--- config.mk ---
export PLATFORM = sky130hd
export DESIGN_NAME = ctrl_sniffer_top
export DESIGN_NICKNAME = d
export VERILOG_FILES = /design/src/hw/ctrl_cfg_pkg.sv /design/src/hw/ctrl_proto_pkg.sv /design/src/hw/ctrl_bit_sampler.sv /design/src/hw/ctrl_frame_decoder.sv /design/src/hw/ctrl_sniffer_top.sv /design/src/hw/ctrl_word_mailbox.sv /design/src/hw/igr_reset_driver.sv
export SDC_FILE = /design/constraint.sdc
export NUM_CORES = 1
export LEC_CHECK = 0
export ABC_AREA = 1
export BUFFER_PORTS_ARGS = -buffer_cell sky130_fd_sc_hd__buf_4
export CORE_ASPECT_RATIO = 1.2
export CORE_MARGIN = 4
export CORE_UTILIZATION = 64
export CTS_BUF_LIST = sky130_fd_sc_hd__clkbuf_16
export CTS_CLUSTER_DIAMETER = 150
export DETAILED_ROUTE_END_ITERATION = 10
export PLACE_DENSITY = 0.85
export SLEW_MARGIN = 20
export SYNTH_ARGS = -nofsm -noshare
export SYNTH_HDL_FRONTEND = slang
export SYNTH_SLANG_ARGS = --single-unit
--- constraint.sdc ---
create_clock -name CTRL_CLK -period 10.44 [get_ports CTRL_CLK]
set_clock_uncertainty 0.1 [all_clocks]
set_input_delay 1.044 -clock CTRL_CLK [delete_from_list [all_inputs] [get_ports CTRL_CLK]]
set_output_delay 1.044 -clock CTRL_CLK [all_outputs]
set_load 0.01 [all_outputs]
--- src/hw/ctrl_cfg_pkg.sv ---
//////////////////////////////
// Button masks and timing for the controller features.
// Masks apply to the low 16 bits of a received controller word,
// where bit k is the k-th data bit on the line.
//////////////////////////////

`default_nettype none

package ctrl_cfg_pkg;

  localparam int unsigned COMBO_BITS = 16;  // buttons only, no stick axes

  // single buttons
  localparam logic [COMBO_BITS-1:0] BTN_A     = 16'h0001;
  localparam logic [COMBO_BITS-1:0] BTN_B     = 16'h0002;
  localparam logic [COMBO_BITS-1:0] BTN_Z     = 16'h0004;
  localparam logic [COMBO_BITS-1:0] BTN_START = 16'h0008;
  localparam logic [COMBO_BITS-1:0] BTN_L     = 16'h0400;
  localparam logic [COMBO_BITS-1:0] BTN_R     = 16'h0800;

  //////////////////////////////
  // combinations
  //////////////////////////////

  // A+B+Z+Start+L+R, console reset request
  localparam logic [COMBO_BITS-1:0] IGR_RESET =
    BTN_A | BTN_B | BTN_Z | BTN_START | BTN_L | BTN_R;

  // Start+L+R held at power-up selects fallback mode
  localparam logic [COMBO_BITS-1:0] IGR_FALLBACK = BTN_START | BTN_L | BTN_R;

  // length of the reset pulse in CTRL_CLK cycles
  localparam logic [19:0] RST_HOLD_CYCLES = 20'hFFFFF;

endpackage

`default_nettype wire

--- src/hw/ctrl_proto_pkg.sv ---
//////////////////////////////
// N64 controller line protocol definitions.
// Command codes as seen by the sniffer, pulse-width thresholds
// in CTRL_CLK cycles, frame lengths and the decoder state encoding.
// Referenced by scoped names from the sampler and the decoder.
//////////////////////////////

`default_nettype none

package ctrl_proto_pkg;

  //////////////////////////////
  // command bytes
  //////////////////////////////

  // stored first bit in bit 0, so the console byte appears reversed
  localparam logic [7:0] CMD_POLL    = 8'h80;  // console 0x01
  localparam logic [7:0] CMD_GAME_ID = 8'hB8;  // console 0x1D

  //////////////////////////////
  // bit timing
  //////////////////////////////

  localparam logic [7:0] WAIT_SAT     = 8'd255; // idle time before a frame, also frame abort
  localparam logic [7:0] VIRT_EDGE_TH = 8'd32;  // close a bit without a falling edge

  //////////////////////////////
  // frame lengths
  //////////////////////////////

  localparam int unsigned CMD_BITS       = 8;
  localparam int unsigned CTRL_WORD_BITS = 32;
  localparam int unsigned GAME_ID_BITS   = 80;
  localparam int unsigned GAME_ID_BYTES  = GAME_ID_BITS / 8;

  // data bit counter, wide enough for the game-id frame
  localparam int unsigned CNT_W = 7;
  typedef logic [CNT_W-1:0] bit_cnt_t;

  localparam bit_cnt_t CMD_CNT  = bit_cnt_t'(CMD_BITS);
  localparam bit_cnt_t WORD_CNT = bit_cnt_t'(CTRL_WORD_BITS);
  localparam bit_cnt_t GID_CNT  = bit_cnt_t'(GAME_ID_BITS);

  // decoder states
  typedef enum logic [1:0] {
    RD_WAIT    = 2'b00,  // idle, waiting for a console request
    RD_CMD     = 2'b01,  // console command byte
    RD_CTRL    = 2'b10,  // controller poll response
    RD_GAME_ID = 2'b11   // game-id message
  } rd_state_e;

endpackage

`default_nettype wire

--- src/hw/ctrl_bit_sampler.sv ---
//////////////////////////////
// Pulse-width bit recovery for the N64 controller line.
// Synchronises the line, times low and high phases and closes
// one bit per low/high pair, either at the next falling edge or
// at a virtual edge when the line stays high.
//////////////////////////////

`default_nettype none
`timescale 1ns/1ns

module ctrl_bit_sampler (
  input  wire  CTRL_CLK,
  input  wire  CTRL_nRST,
  input  wire  ctrl_line_i,
  output logic bit_stb_o,
  output logic bit_val_o,
  output logic frame_start_o,
  output logic line_timeout_o
);

  logic [2:0] line_hist;   // [0],[1] sync, [2] previous
  logic [7:0] width_cnt;   // cycles since last edge, saturating
  logic [7:0] low_width;   // low time of the current bit
  logic       last_rise;   // last edge seen was a rising one
  logic       fall_edge;
  logic       rise_edge;
  logic       cnt_sat;

  assign fall_edge = line_hist[2] & ~line_hist[1];
  assign rise_edge = ~line_hist[2] & line_hist[1];
  assign cnt_sat   = (width_cnt == ctrl_proto_pkg::WAIT_SAT);

  always_ff @(posedge CTRL_CLK or negedge CTRL_nRST) begin
    if (!CTRL_nRST) begin
      line_hist <= 3'b111;   // idle line is high
      width_cnt <= 8'd0;
      low_width <= 8'd0;
      last_rise <= 1'b0;
    end else begin
      line_hist <= {line_hist[1:0], ctrl_line_i};

      if (fall_edge || rise_edge) begin
        width_cnt <= 8'd0;
      end else if (!cnt_sat) begin
        width_cnt <= width_cnt + 8'd1;
      end

      if (rise_edge) begin
        low_width <= width_cnt;  // low phase just ended
        last_rise <= 1'b1;
      end else if (fall_edge) begin
        last_rise <= 1'b0;
      end
    end
  end

  //////////////////////////////
  // bit closing
  //////////////////////////////

  // early falling edge, or high long enough for a virtual one
  assign bit_stb_o = last_rise &
    ((fall_edge & (width_cnt < ctrl_proto_pkg::VIRT_EDGE_TH)) |
     (width_cnt == ctrl_proto_pkg::VIRT_EDGE_TH));
  assign bit_val_o = (low_width < width_cnt); // short low means 1

  assign frame_start_o  = fall_edge & cnt_sat;
  assign line_timeout_o = cnt_sat;

  a_stb_excl: assert property (@(posedge CTRL_CLK) disable iff (!CTRL_nRST)
    !(bit_stb_o && frame_start_o))
    else $error("bit strobe and frame start in the same cycle");

endmodule

`default_nettype wire

--- src/hw/ctrl_frame_decoder.sv ---
//////////////////////////////
// Frame decoder for the sniffed controller line.
// Decodes the console command byte, then collects either the
// 32-bit poll response or the 80-bit game-id message. A frame is
// only taken over when its stop bit reads 1.
//////////////////////////////

`default_nettype none
`timescale 1ns/1ns

module ctrl_frame_decoder (
  input  wire                                             CTRL_CLK,
  input  wire                                             CTRL_nRST,
  input  wire                                             bit_stb_i,
  input  wire                                             bit_val_i,
  input  wire                                             frame_start_i,
  input  wire                                             line_timeout_i,
  output logic                                            word_stb_o,
  output logic [ctrl_proto_pkg::CTRL_WORD_BITS-1:0]       word_data_o,
  output logic                                            ctrl_detected_o,
  output logic [ctrl_proto_pkg::GAME_ID_BITS-1:0]         game_id_o
);

  ctrl_proto_pkg::rd_state_e rd_state;
  ctrl_proto_pkg::bit_cnt_t  data_cnt;
  ctrl_proto_pkg::bit_cnt_t  gid_idx;

  logic [ctrl_proto_pkg::CMD_BITS-1:0]       cmd_sr;
  logic [ctrl_proto_pkg::CTRL_WORD_BITS-1:0] word_sr;
  logic [ctrl_proto_pkg::GAME_ID_BITS-1:0]   gid_buf;

  logic cmd_done;    // ninth strobe of the command phase
  logic cmd_bit_we;
  logic word_bit_we;
  logic gid_bit_we;
  logic ctrl_stop;   // stop bit after the poll response
  logic gid_stop;    // stop bit after the game id

  //////////////////////////////
  // strobe qualification
  //////////////////////////////

  always_comb begin
    cmd_done    = bit_stb_i && (rd_state == ctrl_proto_pkg::RD_CMD) &&
                  (data_cnt == ctrl_proto_pkg::CMD_CNT);
    cmd_bit_we  = bit_stb_i && (rd_state == ctrl_proto_pkg::RD_CMD) &&
                  (data_cnt < ctrl_proto_pkg::CMD_CNT);
    word_bit_we = bit_stb_i && (rd_state == ctrl_proto_pkg::RD_CTRL) &&
                  (data_cnt < ctrl_proto_pkg::WORD_CNT);
    ctrl_stop   = bit_stb_i && (rd_state == ctrl_proto_pkg::RD_CTRL) &&
                  (data_cnt == ctrl_proto_pkg::WORD_CNT);
    gid_stop    = bit_stb_i && (rd_state == ctrl_proto_pkg::RD_GAME_ID) &&
                  (data_cnt == ctrl_proto_pkg::GID_CNT);
    // the ninth command bit already belongs to the game id
    gid_bit_we  = (cmd_done && (cmd_sr == ctrl_proto_pkg::CMD_GAME_ID)) ||
                  (bit_stb_i && (rd_state == ctrl_proto_pkg::RD_GAME_ID) &&
                   (data_cnt < ctrl_proto_pkg::GID_CNT));
    gid_idx     = (rd_state == ctrl_proto_pkg::RD_CMD) ? '0 : data_cnt;
  end

  // shift buffers, first bit received in bit 0
  always_ff @(posedge CTRL_CLK) begin
    if (cmd_bit_we) begin
      cmd_sr[data_cnt[2:0]] <= bit_val_i;
    end
    if (word_bit_we) begin
      word_sr[data_cnt[4:0]] <= bit_val_i;
    end
    if (gid_bit_we) begin
      gid_buf[gid_idx] <= bit_val_i;
    end
  end

  //////////////////////////////
  // state machine
  //////////////////////////////

  always_ff @(posedge CTRL_CLK or negedge CTRL_nRST) begin
    if (!CTRL_nRST) begin
      rd_state        <= ctrl_proto_pkg::RD_WAIT;
      data_cnt        <= '0;
      word_stb_o      <= 1'b0;
      word_data_o     <= '0;
      ctrl_detected_o <= 1'b0;
      game_id_o       <= '0;
    end else begin
      word_stb_o <= 1'b0;

      case (rd_state)
        ctrl_proto_pkg::RD_WAIT: begin
          if (frame_start_i) begin
            rd_state <= ctrl_proto_pkg::RD_CMD;
            data_cnt <= '0;
          end
        end
        ctrl_proto_pkg::RD_CMD: begin
          if (cmd_bit_we) begin
            data_cnt <= data_cnt + 1'b1;
          end else if (cmd_done) begin
            if (cmd_sr == ctrl_proto_pkg::CMD_POLL) begin
              rd_state <= ctrl_proto_pkg::RD_CTRL;
              data_cnt <= '0;
            end else if (cmd_sr == ctrl_proto_pkg::CMD_GAME_ID) begin
              rd_state <= ctrl_proto_pkg::RD_GAME_ID;
              data_cnt <= ctrl_proto_pkg::bit_cnt_t'(1);  // bit 0 taken now
            end else begin
              rd_state <= ctrl_proto_pkg::RD_WAIT;   // not for us
            end
          end
        end
        ctrl_proto_pkg::RD_CTRL: begin
          if (word_bit_we) begin
            data_cnt <= data_cnt + 1'b1;
          end else if (ctrl_stop) begin
            rd_state        <= ctrl_proto_pkg::RD_WAIT;
            ctrl_detected_o <= bit_val_i;
            if (bit_val_i) begin
              word_stb_o  <= 1'b1;
              word_data_o <= word_sr;
            end
          end
        end
        ctrl_proto_pkg::RD_GAME_ID: begin
          if (gid_bit_we) begin
            data_cnt <= data_cnt + 1'b1;
          end else if (gid_stop) begin
            rd_state <= ctrl_proto_pkg::RD_WAIT;
            if (bit_val_i) begin
              // byte n in [8n+7:8n], first received bit is its MSB
              for (int n = 0; n < ctrl_proto_pkg::GAME_ID_BYTES; n++) begin
                for (int b = 0; b < 8; b++) begin
                  game_id_o[8*n + 7 - b] <= gid_buf[8*n + b];
                end
              end
            end
          end
        end
        default: rd_state <= ctrl_proto_pkg::RD_WAIT;
      endcase

      // line idle too long, abort whatever is running
      if (line_timeout_i && !frame_start_i) begin
        if (rd_state == ctrl_proto_pkg::RD_CMD) begin
          ctrl_detected_o <= 1'b0;
        end
        rd_state <= ctrl_proto_pkg::RD_WAIT;
      end
    end
  end

  a_cnt_bound: assert property (@(posedge CTRL_CLK) disable iff (!CTRL_nRST)
    data_cnt <= ctrl_proto_pkg::GID_CNT)
    else $error("data bit count above game-id length");

endmodule

`default_nettype wire

--- src/hw/ctrl_sniffer_top.sv ---
//////////////////////////////
// Controller sniffer top level.
// Bit sampler feeds the frame decoder, accepted words go to the
// CPU mailbox and to the in-game reset driver.
//////////////////////////////

`default_nettype none
`timescale 1ns/1ns

module ctrl_sniffer_top (
  input  wire                                        CTRL_CLK,
  input  wire                                        CTRL_nRST,
  input  wire                                        ctrl_line_i,
  input  wire                                        ack_toggle_i,
  input  wire                                        igr_enable_i,
  output logic [ctrl_proto_pkg::CTRL_WORD_BITS-1:0]  ctrl_word_o,
  output logic                                       new_data_o,
  output logic                                       ctrl_detected_o,
  output logic [ctrl_proto_pkg::GAME_ID_BITS-1:0]    game_id_o,
  output logic                                       fallback_valid_o,
  output logic                                       fallback_o,
  output logic                                       nrst_drive_o
);

  // sampler to decoder
  logic bit_stb;
  logic bit_val;
  logic frame_start;
  logic line_timeout;

  // accepted controller words
  logic                                      word_stb;
  logic [ctrl_proto_pkg::CTRL_WORD_BITS-1:0] word_data;

  ctrl_bit_sampler u_sampler (
    .CTRL_CLK       (CTRL_CLK),
    .CTRL_nRST      (CTRL_nRST),
    .ctrl_line_i    (ctrl_line_i),
    .bit_stb_o      (bit_stb),
    .bit_val_o      (bit_val),
    .frame_start_o  (frame_start),
    .line_timeout_o (line_timeout)
  );

  ctrl_frame_decoder u_decoder (
    .CTRL_CLK        (CTRL_CLK),
    .CTRL_nRST       (CTRL_nRST),
    .bit_stb_i       (bit_stb),
    .bit_val_i       (bit_val),
    .frame_start_i   (frame_start),
    .line_timeout_i  (line_timeout),
    .word_stb_o      (word_stb),
    .word_data_o     (word_data),
    .ctrl_detected_o (ctrl_detected_o),
    .game_id_o       (game_id_o)
  );

  ctrl_word_mailbox u_mailbox (
    .CTRL_CLK         (CTRL_CLK),
    .CTRL_nRST        (CTRL_nRST),
    .word_stb_i       (word_stb),
    .word_data_i      (word_data),
    .ack_toggle_i     (ack_toggle_i),
    .ctrl_word_o      (ctrl_word_o),
    .new_data_o       (new_data_o),
    .fallback_valid_o (fallback_valid_o),
    .fallback_o       (fallback_o)
  );

  igr_reset_driver u_igr (
    .CTRL_CLK     (CTRL_CLK),
    .CTRL_nRST    (CTRL_nRST),
    .word_stb_i   (word_stb),
    .word_data_i  (word_data),
    .igr_enable_i (igr_enable_i),
    .nrst_drive_o (nrst_drive_o)
  );

endmodule

`default_nettype wire

--- src/hw/ctrl_word_mailbox.sv ---
//////////////////////////////
// Mailbox for the latest controller word.
// A new word sets the new-data flag, a toggle on the acknowledge
// from the reader clock domain clears it. The first word after
// reset also decides the fallback mode once.
//////////////////////////////

`default_nettype none
`timescale 1ns/1ns

module ctrl_word_mailbox (
  input  wire                                        CTRL_CLK,
  input  wire                                        CTRL_nRST,
  input  wire                                        word_stb_i,
  input  wire  [ctrl_proto_pkg::CTRL_WORD_BITS-1:0]  word_data_i,
  input  wire                                        ack_toggle_i,
  output logic [ctrl_proto_pkg::CTRL_WORD_BITS-1:0]  ctrl_word_o,
  output logic                                       new_data_o,
  output logic                                       fallback_valid_o,
  output logic                                       fallback_o
);

  logic [1:0] ack_sync;    // two-flop synchroniser
  logic       ack_sync_d;  // previous synchronised level
  logic       ack_edge;

  assign ack_edge = ack_sync[1] ^ ack_sync_d;  // either toggle direction

  always_ff @(posedge CTRL_CLK or negedge CTRL_nRST) begin
    if (!CTRL_nRST) begin
      ack_sync         <= 2'b00;
      ack_sync_d       <= 1'b0;
      ctrl_word_o      <= '0;
      new_data_o       <= 1'b0;
      fallback_valid_o <= 1'b0;
      fallback_o       <= 1'b0;
    end else begin
      ack_sync   <= {ack_sync[0], ack_toggle_i};
      ack_sync_d <= ack_sync[1];

      // an unread word is simply overwritten
      if (word_stb_i) begin
        ctrl_word_o <= word_data_i;
        new_data_o  <= 1'b1;
      end else if (ack_edge) begin
        new_data_o <= 1'b0;
      end

      // one-shot decision on the first word
      if (word_stb_i && !fallback_valid_o) begin
        fallback_valid_o <= 1'b1;
        fallback_o       <= (word_data_i[ctrl_cfg_pkg::COMBO_BITS-1:0] ==
                             ctrl_cfg_pkg::IGR_FALLBACK);
      end
    end
  end

  a_new_rise: assert property (@(posedge CTRL_CLK) disable iff (!CTRL_nRST)
    $rose(new_data_o) |-> $past(word_stb_i))
    else $error("new data flag rose without a word strobe");

endmodule

`default_nettype wire

--- src/hw/igr_reset_driver.sv ---
//////////////////////////////
// In-game reset. When enabled and the reset combination arrives
// in an accepted word, the console reset is driven for a fixed
// hold time. The output is the enable of the open-drain pad.
//////////////////////////////

`default_nettype none
`timescale 1ns/1ns

module igr_reset_driver (
  input  wire                                        CTRL_CLK,
  input  wire                                        CTRL_nRST,
  input  wire                                        word_stb_i,
  input  wire  [ctrl_proto_pkg::CTRL_WORD_BITS-1:0]  word_data_i,
  input  wire                                        igr_enable_i,
  output logic                                       nrst_drive_o
);

  logic [1:0]  en_sync;   // enable comes from the config side
  logic [19:0] hold_cnt;
  logic        combo_hit;

  assign combo_hit = word_stb_i && en_sync[1] &&
    (word_data_i[ctrl_cfg_pkg::COMBO_BITS-1:0] == ctrl_cfg_pkg::IGR_RESET);

  always_ff @(posedge CTRL_CLK or negedge CTRL_nRST) begin
    if (!CTRL_nRST) begin
      en_sync      <= 2'b00;
      hold_cnt     <= 20'd0;
      nrst_drive_o <= 1'b0;
    end else begin
      en_sync <= {en_sync[0], igr_enable_i};

      if (combo_hit) begin
        hold_cnt     <= ctrl_cfg_pkg::RST_HOLD_CYCLES;  // restart on every hit
        nrst_drive_o <= 1'b1;
      end else if (hold_cnt != 20'd0) begin
        hold_cnt <= hold_cnt - 20'd1;
      end else begin
        nrst_drive_o <= 1'b0;   // hold time over
      end
    end
  end

  a_drive_hold: assert property (@(posedge CTRL_CLK) disable iff (!CTRL_nRST)
    nrst_drive_o |-> (hold_cnt != 20'd0) || $past(hold_cnt == 20'd1))
    else $error("reset driven with hold counter expired");

endmodule

`default_nettype wire

==> impl_metrics.tcl, run 1 <==
set metrics [dict create \
    diodes 0 \
    rsz0062_at_grt "false" \
    slew_headroom 0.295 \
    syn_inst 1407 \
    critical_path_class "reg2reg" \
    fin_hold_ws_ns 0.251 \
    drive_gt1_frac 0.145 \
    cp.arrival_ns 3.87 \
    grt_usage 0.261 \
    worstSkewPairLatency_ns 0.56 \
    finalCritPeriodShare 0.342 \
    reg2regPathDepth 9 \
    cp-startpoint "u_sampler.width_cnt[5]" \
    htree_levels 1 \
    die_h_um 168 \
    cts_setup_buffers 0 \
    start_util 0.652 \
    drv_slew 0 \
    die_w_um 142 \
    cts_made_buffers 31 \
    place_area_um2 14700 \
    p_clk_frac 0.433 \
    swShare 0.216 \
    regArea_um2 8710 \
    vias 10006 \
    cts-root-buf "clkbuf_16" \
    clock_path_buffers 3 \
    routedWlPerCell_um 17.0 \
    p_per_area_nw_per_um2 171 \
    die_area_um2 23800 \
    drtAntennaViolNets 0 \
    synth_warnings 0 \
    yosysSeqAreaShare 0.635 \
    grt_max_degree 132 \
    vias_per_cell 5.49 \
    timing.setup.tns_ns 0 \
    drtPass1Iterations 5 \
    io_pins 122 \
    multiInputGateArea_um2 3890 \
    core-area_um2 21000 \
    rows 58 \
    avgSynthCellArea_um2 9.75 \
    fin_crit_ns 3.57 \
    p_leak_nw 7.61 \
    hp-class "reg2reg" \
    final_area_um2 15800 \
    seq_power_share 0.525 \
    synth-seq-cells 324 \
    synth_edf_count 120 \
    clkTransAtPathRegs_ns 0.07 \
    cell_internal_pwr_mw 2.11 \
    tritoncts "yes" \
    power.total_mw 2.70 \
    required_ns 10.74 \
    fillers 1379 \
    ir_drop_v 0.000157 \
    finalNetCount 1548 \
    syn_to_final_growth_pct 15.0 \
    cts_hold_buffers 0 \
    r2r-start "u_sampler.width_cnt[5]" \
    finalSetupViolCount 0 \
    grt_pass1_vias 10134 \
    syn-num-nets 1428 \
    fmax_mhz 280 \
    cap_violations 0 \
    async_flop_share 0.630 \
    p_comb_frac 0.042 \
    grt_pass1_wl_um 50600 \
    cp-end-kind "register" \
    port_buffers 121 \
    hold_viol 0 \
    path_max_fanout 102 \
    syn_area_um2 13700 \
    cts_resized 0 \
    hp-start "u_mailbox.ack_sync[0]" \
    grt_antenna_before_repair 0 \
    gp_congestion 0.930 \
    yosysUniqueCellTypes 41 \
    dp_hpwl_um 19900 \
    clock-sinks 324 \
    route.detailed.drc 0 \
    drt_iter0_drc 842 \
    worstSetupStartpointType "register" \
    power_switching_mw 0.583 \
    wl_um 31000 \
    worstMarginPinSlew_ns 1.06 \
    status "finished, final reports clean" \
    synth_ff_type "dfrtp_1" \
    grt_overflow 0 \
    hold-path-cell-count 0 \
]
==> sequential cells by signal, indices dropped and copies added, names as in the netlist, 3 cells and up <==
signal                 count
u_decoder.game_id_o       80
u_decoder.gid_buf         80
u_decoder.word_data_o     32
u_decoder.word_sr         32
u_mailbox.ctrl_word_o     32
u_igr.hold_cnt            20
u_decoder.cmd_sr           8
u_sampler.low_width        8
u_sampler.width_cnt        8
u_decoder.data_cnt         7
u_sampler.line_hist        3
==> cells in the mapped netlist, types with 4 or more instances <==
master,number,area (µm²)
nor2_4,6,67.6
inv_2,7,26.3
nand3_1,43,215
nor3_1,13,65.1
or2_2,4,25.0
nor2_1,193,724
a21oi_1,11,55.1
nand4_1,26,163
o21ai_0,58,290
ha_1,16,200
edfxtp_1,120,3600
o21ai_2,21,184
o21ai_1,74,370
inv_1,214,803
clkbuf_1,17,63.8
dfrtp_1,201,5030
buf_6,18,203
xor2_1,7,61.3
nand2_1,323,1210
==> power groups by stage <==
stage / combinational, mW / sequential [mW] / clock, mW
after floorplan: 0.0594 / 1.44 / 0
after global placement: 0.110 / 1.44 / 0
after detailed placement: 0.113 / 1.44 / 0
after CTS: 0.114 / 1.42 / 1.18
after global routing: 0.129 / 1.42 / 1.23
final: 0.113 / 1.42 / 1.17
==> logic make-up (layout without fill, tap and decap cells) <==
family,count (synthesis),count (layout),synth area share
AO/OA/AOI/OAI,175,175,0.0716
XOR/XNOR,9,9,0.00575
adder cells (fa/ha/maj),16,16,0.0146
buffers and inverters,259,403,0.0817
flip-flops,324,324,0.635
AND/OR/NAND/NOR,624,624,0.191
==> worst paths after layout <==
| check | endpoint | slack, ns |
|---|---|---|
| max in group asynchronous | u_decoder.game_id_o[51] | 8.22 |
| setup / recovery | u_decoder.game_id_o[29] | 6.87 |
| setup reg to reg | u_decoder.game_id_o[29] | 6.87 |
| hold / removal | u_mailbox.ack_sync[1] | 0.25 |
| hold reg to reg | u_mailbox.ack_sync[1] | 0.25 |
| min in group asynchronous | u_mailbox.ctrl_word_o[20] | 0.51 |
==> layout make-up <==
type | instances | area share
sequential | 324 | 0.552
timing repair buffer | 125 | 0.0600
inverter | 221 | 0.0526
multi-input combinational | 824 | 0.247
clock buffer | 31 | 0.0492
tap | 270 | 0.0214
clock inverter | 26 | 0.0178
==> through the flow <==
stage	std cells	utilization	setup slack, ns
floorplan	1407	-	7.17
global placement	1764	0.699	7.23
detailed placement	1764	0.699	7.11
CTS	1821	0.749	7.07
global route	1821	0.750	6.60
finish	1821	0.750	6.87
==> cell usage in the layout, fill, tap and decap left out, types with 31 or more instances in the layout <==
cell type  count
inv_1        217
nor2_1       193
o21ai_0       58
o21ai_1       74
clkbuf_16     31
dfrtp_1      201
nand2_1      323
edfxtp_1     120
buf_4        124
nand3_1       42
==> routing by layer <==
layer / wire [µm] / global-route usage / vias up / part of all wire
met3: 2090 / 0.0423 / 83 / 0.067
met1: 12000 / 0.335 / 4840 / 0.39
met2: 15800 / 0.458 / 378 / 0.51
li1: - / - / 4705 / -
met4: 1000 / 0.0801 / 0 / 0.032
met5: 0 / 0 / - / 0
==> worst max-delay path, cell delays in order (launching register included) <==
cell,delay [ns]
dfrtp_1,0.42
inv_1,0.08
ha_1,0.29
a21oi_1,0.15
nor2_1,0.05
a211oi_1,0.62
nand3_4,0.66
buf_4,0.65
nand2_1,0.22
o21ai_1,0.09
Power figures use the tool's default switching activity.
==> run 2: changes to the inputs <==
--- a/config.mk
+++ b/config.mk
@@ -9,11 +9,11 @@
 export BUFFER_PORTS_ARGS = -buffer_cell sky130_fd_sc_hd__buf_4
 export CORE_ASPECT_RATIO = 1.2
 export CORE_MARGIN = 4
-export CORE_UTILIZATION = 64
+export CORE_UTILIZATION = 59
 export CTS_BUF_LIST = sky130_fd_sc_hd__clkbuf_16
 export CTS_CLUSTER_DIAMETER = 150
 export DETAILED_ROUTE_END_ITERATION = 10
-export PLACE_DENSITY = 0.85
+export PLACE_DENSITY = 0.79
 export SLEW_MARGIN = 20
 export SYNTH_ARGS = -nofsm -noshare
 export SYNTH_HDL_FRONTEND = slang
==> constraint.sdc (replaced) <==
create_clock -name CTRL_CLK -period 3.4 [get_ports CTRL_CLK]
set_clock_uncertainty 0.1 [all_clocks]
set_input_delay 0.34 -clock CTRL_CLK [delete_from_list [all_inputs] [get_ports CTRL_CLK]]
set_output_delay 0.34 -clock CTRL_CLK [all_outputs]
set_load 0.01 [all_outputs]
==> run 2 against run 1 <==
  * Sequential power rose to 3.1 times the previous value
  * Critical path depth fell by 2
  * Routed wire length fell by 4.8%
  * Worst setup slack got worse by 6.1 ns
  * Combinational power rose to 3.4 times the previous value
  * Sequential cell count did not move
  * Power rose to 3.0 times the previous value
  * Clock-buffer cell count did not move
  * Global-route usage fell by 2.7 points
  * First-iteration DRC count fell by 24%
  * Highest routed layer unchanged
==> impl_metrics.tcl, run 2 (synthesized netlist as in run 1, its figures left out) <==
set metrics [dict create \
    drive_gt1_frac 0.145 \
    io_pins 122 \
    die_area_um2 25800 \
    status "finished, final reports clean" \
    required_ns 3.55 \
    slew_headroom 0.481 \
    finalSetupViolCount 0 \
    vias 9769 \
    grt_overflow 0 \
    finalCritPeriodShare 0.768 \
    core-area_um2 22700 \
    fmax_mhz 383 \
    htree_levels 1 \
    vias_per_cell 5.23 \
    clkTransAtPathRegs_ns 0.06 \
    post-route-worst-setup-slack_ns 0.788 \
    grt_pass1_vias 9910 \
    fillers 1706 \
    grt_max_degree 161 \
    worstSetupStartpointType "register" \
    timing.setup.tns_ns 0 \
    final_cell_mix "nand2_1, inv_1, dfrtp_1, nor2_1, buf_4" \
    reg2regPathDepth 7 \
    die_w_um 147 \
    port_buffers 121 \
    drtAntennaViolNets 0 \
    drt_iter0_drc 640 \
    worstMarginPinSlew_ns 0.779 \
    clock-sinks 324 \
    drv_slew 0 \
    regArea_um2 8710 \
    gp_congestion 0.946 \
    critical_path_class "reg2reg" \
    worstSkewPairLatency_ns 0.55 \
    cp-end-kind "register" \
    cts_setup_buffers 0 \
    diodes 0 \
    rsz0062_at_grt "false" \
    path_max_fanout 16 \
    die_h_um 175 \
    ir_drop_v 0.000367 \
    routedWlPerCell_um 15.8 \
    finalNetCount 1554 \
    place_ws_ns 0.864 \
    hold_viol 0 \
    p_leak_nw 7.64 \
    tritoncts "yes" \
    clock_path_buffers 3 \
    grt_usage 0.235 \
    layout_commonest_cell "nand2_1" \
    cp.arrival_ns 2.76 \
    cap_violations 0 \
    fin_crit_ns 2.61 \
    p_per_area_nw_per_um2 511 \
    grt_antenna_before_repair 0 \
    hp-class "in2async" \
    largest_registers "u_decoder.game_id_o: 80 flops, u_decoder.gid_buf: 80 flops" \
    dp_hpwl_um 19900 \
    cts_hold_buffers 4 \
    syn_to_final_growth_pct 15.7 \
    grt_pass1_wl_um 49600 \
    cts_resized 0 \
    multiInputGateArea_um2 3890 \
    route.detailed.drc 0 \
    drtPass1Iterations 5 \
    cts-root-buf "clkbuf_16" \
    rows 60 \
    start_util 0.605 \
    wl_um 29500 \
    cts_made_buffers 31 \
]
run 2: changes by cell type in the layout (fill, tap and decap cells not counted), moves of 2 or more:
cell,change
dlygate4sd3_1,+4
inv_1,+2
bufinv_16,-2
buf_4,-2
buf_12,+4
run 2: path summary, 6_finish.rpt:
path	slack (ns)	endpoint	start
setup / recovery	0.79	u_decoder.gid_buf[62]	u_decoder.rd_state[1]
hold / removal	0.25	u_mailbox.ctrl_word_o[16]	CTRL_nRST
setup reg to reg	0.79	u_decoder.gid_buf[62]	u_decoder.rd_state[1]
hold reg to reg	0.25	u_mailbox.ack_sync[1]	u_mailbox.ack_sync[0]
max in group asynchronous	2.14	u_sampler.line_hist[2]	CTRL_nRST
min in group CTRL_CLK	0.25	u_mailbox.ack_sync[1]	u_mailbox.ack_sync[0]
run 2: worst max-delay path, stage by stage (launching register included):
cell,delay (ns)
dfrtp_1,0.51
nor2_4,0.39
inv_2,0.15
nor2_4,0.24
nand3_2,0.15
nand2_4,0.19
nand3_1,0.32
nor2_1,0.25
run 2: area by class of cell:
class                   instances  share of cell area
clock buffers                  31              0.0489
repair buffers                131              0.0662
clock inverters                26              0.0140
multi-input cells             824               0.245
well taps                     310              0.0245
flip-flops and latches        324               0.549
inverters                     221              0.0523
run 2: routing by layer:
layer,wire length (µm),share of wire,vias to the layer above,GRT usage
li1,-,-,4726,-
met1,12200,0.41,4669,0.309
met2,14700,0.50,303,0.407
met3,1620,0.055,71,0.0301
met4,1010,0.034,0,0.0765
met5,0,0,-,0
run 2: power by group:
part / switching, mW / internal [mW] / leakage (nW)
clock network: 1.43 / 1.96 / 0.521
logic: 0.312 / 0.0755 / 3.22
registers: 0.0130 / 4.32 / 3.91
run 2: metrics by stage:
stage | hold WS (ns) | total power, mW | std cells | utilization | cell area, µm²
2_1_floorplan | -0.0556 | 4.62 | 1407 | - | 13700
3_3_place_gp | 0.235 | 4.78 | 1806 | 0.654 | 14800
3_5_place_dp | 0.242 | 4.80 | 1806 | 0.654 | 14800
4_1_cts | 0.255 | 8.15 | 1867 | 0.700 | 15900
5_1_grt | 0.259 | 8.37 | 1867 | 0.700 | 15900
6_report | 0.249 | 8.11 | 1867 | 0.700 | 15900
==> run 3: changes to the inputs <==
--- a/config.mk
+++ b/config.mk
@@ -9,11 +9,11 @@
 export BUFFER_PORTS_ARGS = -buffer_cell sky130_fd_sc_hd__buf_4
 export CORE_ASPECT_RATIO = 1.2
 export CORE_MARGIN = 4
-export CORE_UTILIZATION = 59
+export CORE_UTILIZATION = 54
 export CTS_BUF_LIST = sky130_fd_sc_hd__clkbuf_16
 export CTS_CLUSTER_DIAMETER = 150
 export DETAILED_ROUTE_END_ITERATION = 10
-export PLACE_DENSITY = 0.79
+export PLACE_DENSITY = 0.76
 export SLEW_MARGIN = 20
 export SYNTH_ARGS = -nofsm -noshare
 export SYNTH_HDL_FRONTEND = slang
==> constraint.sdc (replaced) <==
create_clock -name CTRL_CLK -period 2.3 [get_ports CTRL_CLK]
set_clock_uncertainty 0.1 [all_clocks]
set_input_delay 0.23 -clock CTRL_CLK [delete_from_list [all_inputs] [get_ports CTRL_CLK]]
set_output_delay 0.23 -clock CTRL_CLK [all_outputs]
set_load 0.01 [all_outputs]
==> run 3 against run 2 <==
  * Utilization fell by 4.1 points
  * Worst setup slack got worse by 0.67 ns
  * Sequential power rose by 47%
  * Cell count rose by 2.9%
  * Register-to-register slack got worse by 0.67 ns
  * Clock-buffer cell count fell by 1
  * Critical path depth rose by 1
  * Combinational power rose by 80%
  * Maximum frequency rose by 20%
  * Routed wire length fell by 0.60%
  * Die area rose by 8.8%
  * Critical path type unchanged
==> impl_metrics.tcl, run 3 (synthesized netlist as in run 1, its figures left out) <==
set metrics [dict create \
    vias_per_cell 5.13 \
    finalCritPeriodShare 0.948 \
    diodes 0 \
    critPathTopFamily "buffers and inverters" \
    p_per_area_nw_per_um2 738 \
    tritoncts "yes" \
    r2r-start "u_sampler.width_cnt[2]" \
    required_ns 2.47 \
    crit_slowest_cell "dfrtp_1" \
    grt_overflow 0 \
    largest_registers "u_decoder.game_id_o: 80 flops, u_decoder.gid_buf: 80 flops" \
    dp_hpwl_um 20200 \
    routedWlPerCell_um 15.2 \
    ir_drop_v 0.000694 \
    final_cells 1922 \
    status "finished, final reports clean" \
    die_area_um2 28000 \
    grt_pass1_vias 9658 \
    rows 63 \
    path_depth 8 \
    path_cells "inv_1, ha_1, nand3_1, nand2_1, nand4_1, nand2_2, clkinvlp_4, clkbuf_16" \
    grt_pass1_wl_um 48100 \
    rsz0062_at_grt "true" \
    cp-startpoint "u_sampler.width_cnt[2]" \
    critical_path_class "reg2reg" \
    cts-root-buf "clkbuf_16" \
    path_buf_inv 3 \
    core-area_um2 24800 \
    grt_antenna_before_repair 0 \
    die_h_um 183 \
    fin_crit_ns 2.18 \
    final_area_um2 16400 \
    fin_hold_ws_ns 0.0983 \
    drive_gt1_frac 0.185 \
    wl_um 29300 \
    final_cell_mix "nand2_1, inv_1, dfrtp_1, nor2_1, buf_4" \
    worstSkewPairLatency_ns 0.56 \
    finalNetCount 1594 \
    p_leak_nw 7.84 \
    drtAntennaViolNets 0 \
    worstSetupStartpointType "register" \
    route.detailed.drc 0 \
    cap_violations 0 \
    final_core_util 0.659 \
    fillers 1934 \
    dpl.cell_count 1858 \
    hp-class "in2async" \
    drt_iter0_drc 688 \
    place_area_um2 15200 \
    critPathMaxStageDelay_ns 0.45 \
    grt_usage 0.208 \
    clkTransAtPathRegs_ns 0.07 \
    hold_viol 0 \
    grt_max_degree 89 \
    port_buffers 121 \
    syn_to_final_growth_pct 19.3 \
    vias 9867 \
    io_pins 122 \
    start_util 0.552 \
    die_w_um 153 \
    gp_congestion 0.912 \
    clock-sinks 324 \
    reg2regPathDepth 8 \
    drtPass1Iterations 5 \
    htree_levels 1 \
    finalSetupViolCount 0 \
    cp-end-kind "register" \
    cp.arrival_ns 2.35 \
    clock_path_buffers 3 \
    cts_made_buffers 30 \
    fmax_mhz 459 \
    slew_headroom 0.679 \
    path_max_fanout 44 \
    drv_slew 0 \
    worstMarginPinSlew_ns 0.481 \
    layout_commonest_cell "nand2_1" \
]
## run 3: cell count changes in the layout (fill, tap and decap cells not counted), moves of 4 or more
cell and change:
buf_4 +33, nand2_1 -11, nor2_1 -11, nand2_2 +10, nor2_2 +9, clkinvlp_4 +6
inv_1 -4
## run 3: where the power goes
part	internal [mW]	switching, mW
Clock	2.84	2.13
Sequential	6.39	0.0176
Combinational	0.202	0.495
## run 3: cell type report
cell class | instances | area, µm² | area share
well taps | 325 | 407 | 0.0249
multi-input cells | 825 | 3980 | 0.243
repair buffers | 171 | 1420 | 0.0870
flip-flops and latches | 324 | 8710 | 0.533
clock buffers | 30 | 751 | 0.0459
inverters | 221 | 833 | 0.0509
clock inverters | 26 | 249 | 0.0152
## run 3: path summary, 6_finish.rpt
path	end	slack, ns
worst max register to register	u_decoder.gid_buf[78]	0.12
worst min-delay path	u_decoder.word_data_o[16]	0.1
worst max-delay path	u_decoder.gid_buf[78]	0.12
min in group CTRL_CLK	u_sampler.line_hist[0]	0.24
worst min register to register	u_mailbox.ack_sync[1]	0.25
max in group asynchronous	u_sampler.line_hist[2]	1.27
## run 3: stage by stage
stage	setup WS [ns]	TNS [ns]	total power, mW
after CTS	0.0428	0	12.1
after global routing	-0.0128	-0.0552	12.5
after floorplan	-0.348	-41.76	6.83
final	0.120	0	12.1
after detailed placement	0.0518	0	7.11
after global placement	0.0791	0	7.10
## run 3: metal layers
layer  GRT usage  vias up  part of all wire
met2       0.369      279              0.51
met4      0.0551        0             0.026
met1       0.270     4733              0.41
met5           0        -                 0
li1            -     4798                 -
met3      0.0296       57             0.055
## run 3: timing repair
item,in CTS,in global routing
hold buffers,4,0
buffers inserted,0,2
cloned,0,2
pin swaps,0,2
endpoints found under the hold margin,204,0
resized for setup,1,32
setup endpoints to repair,1,234
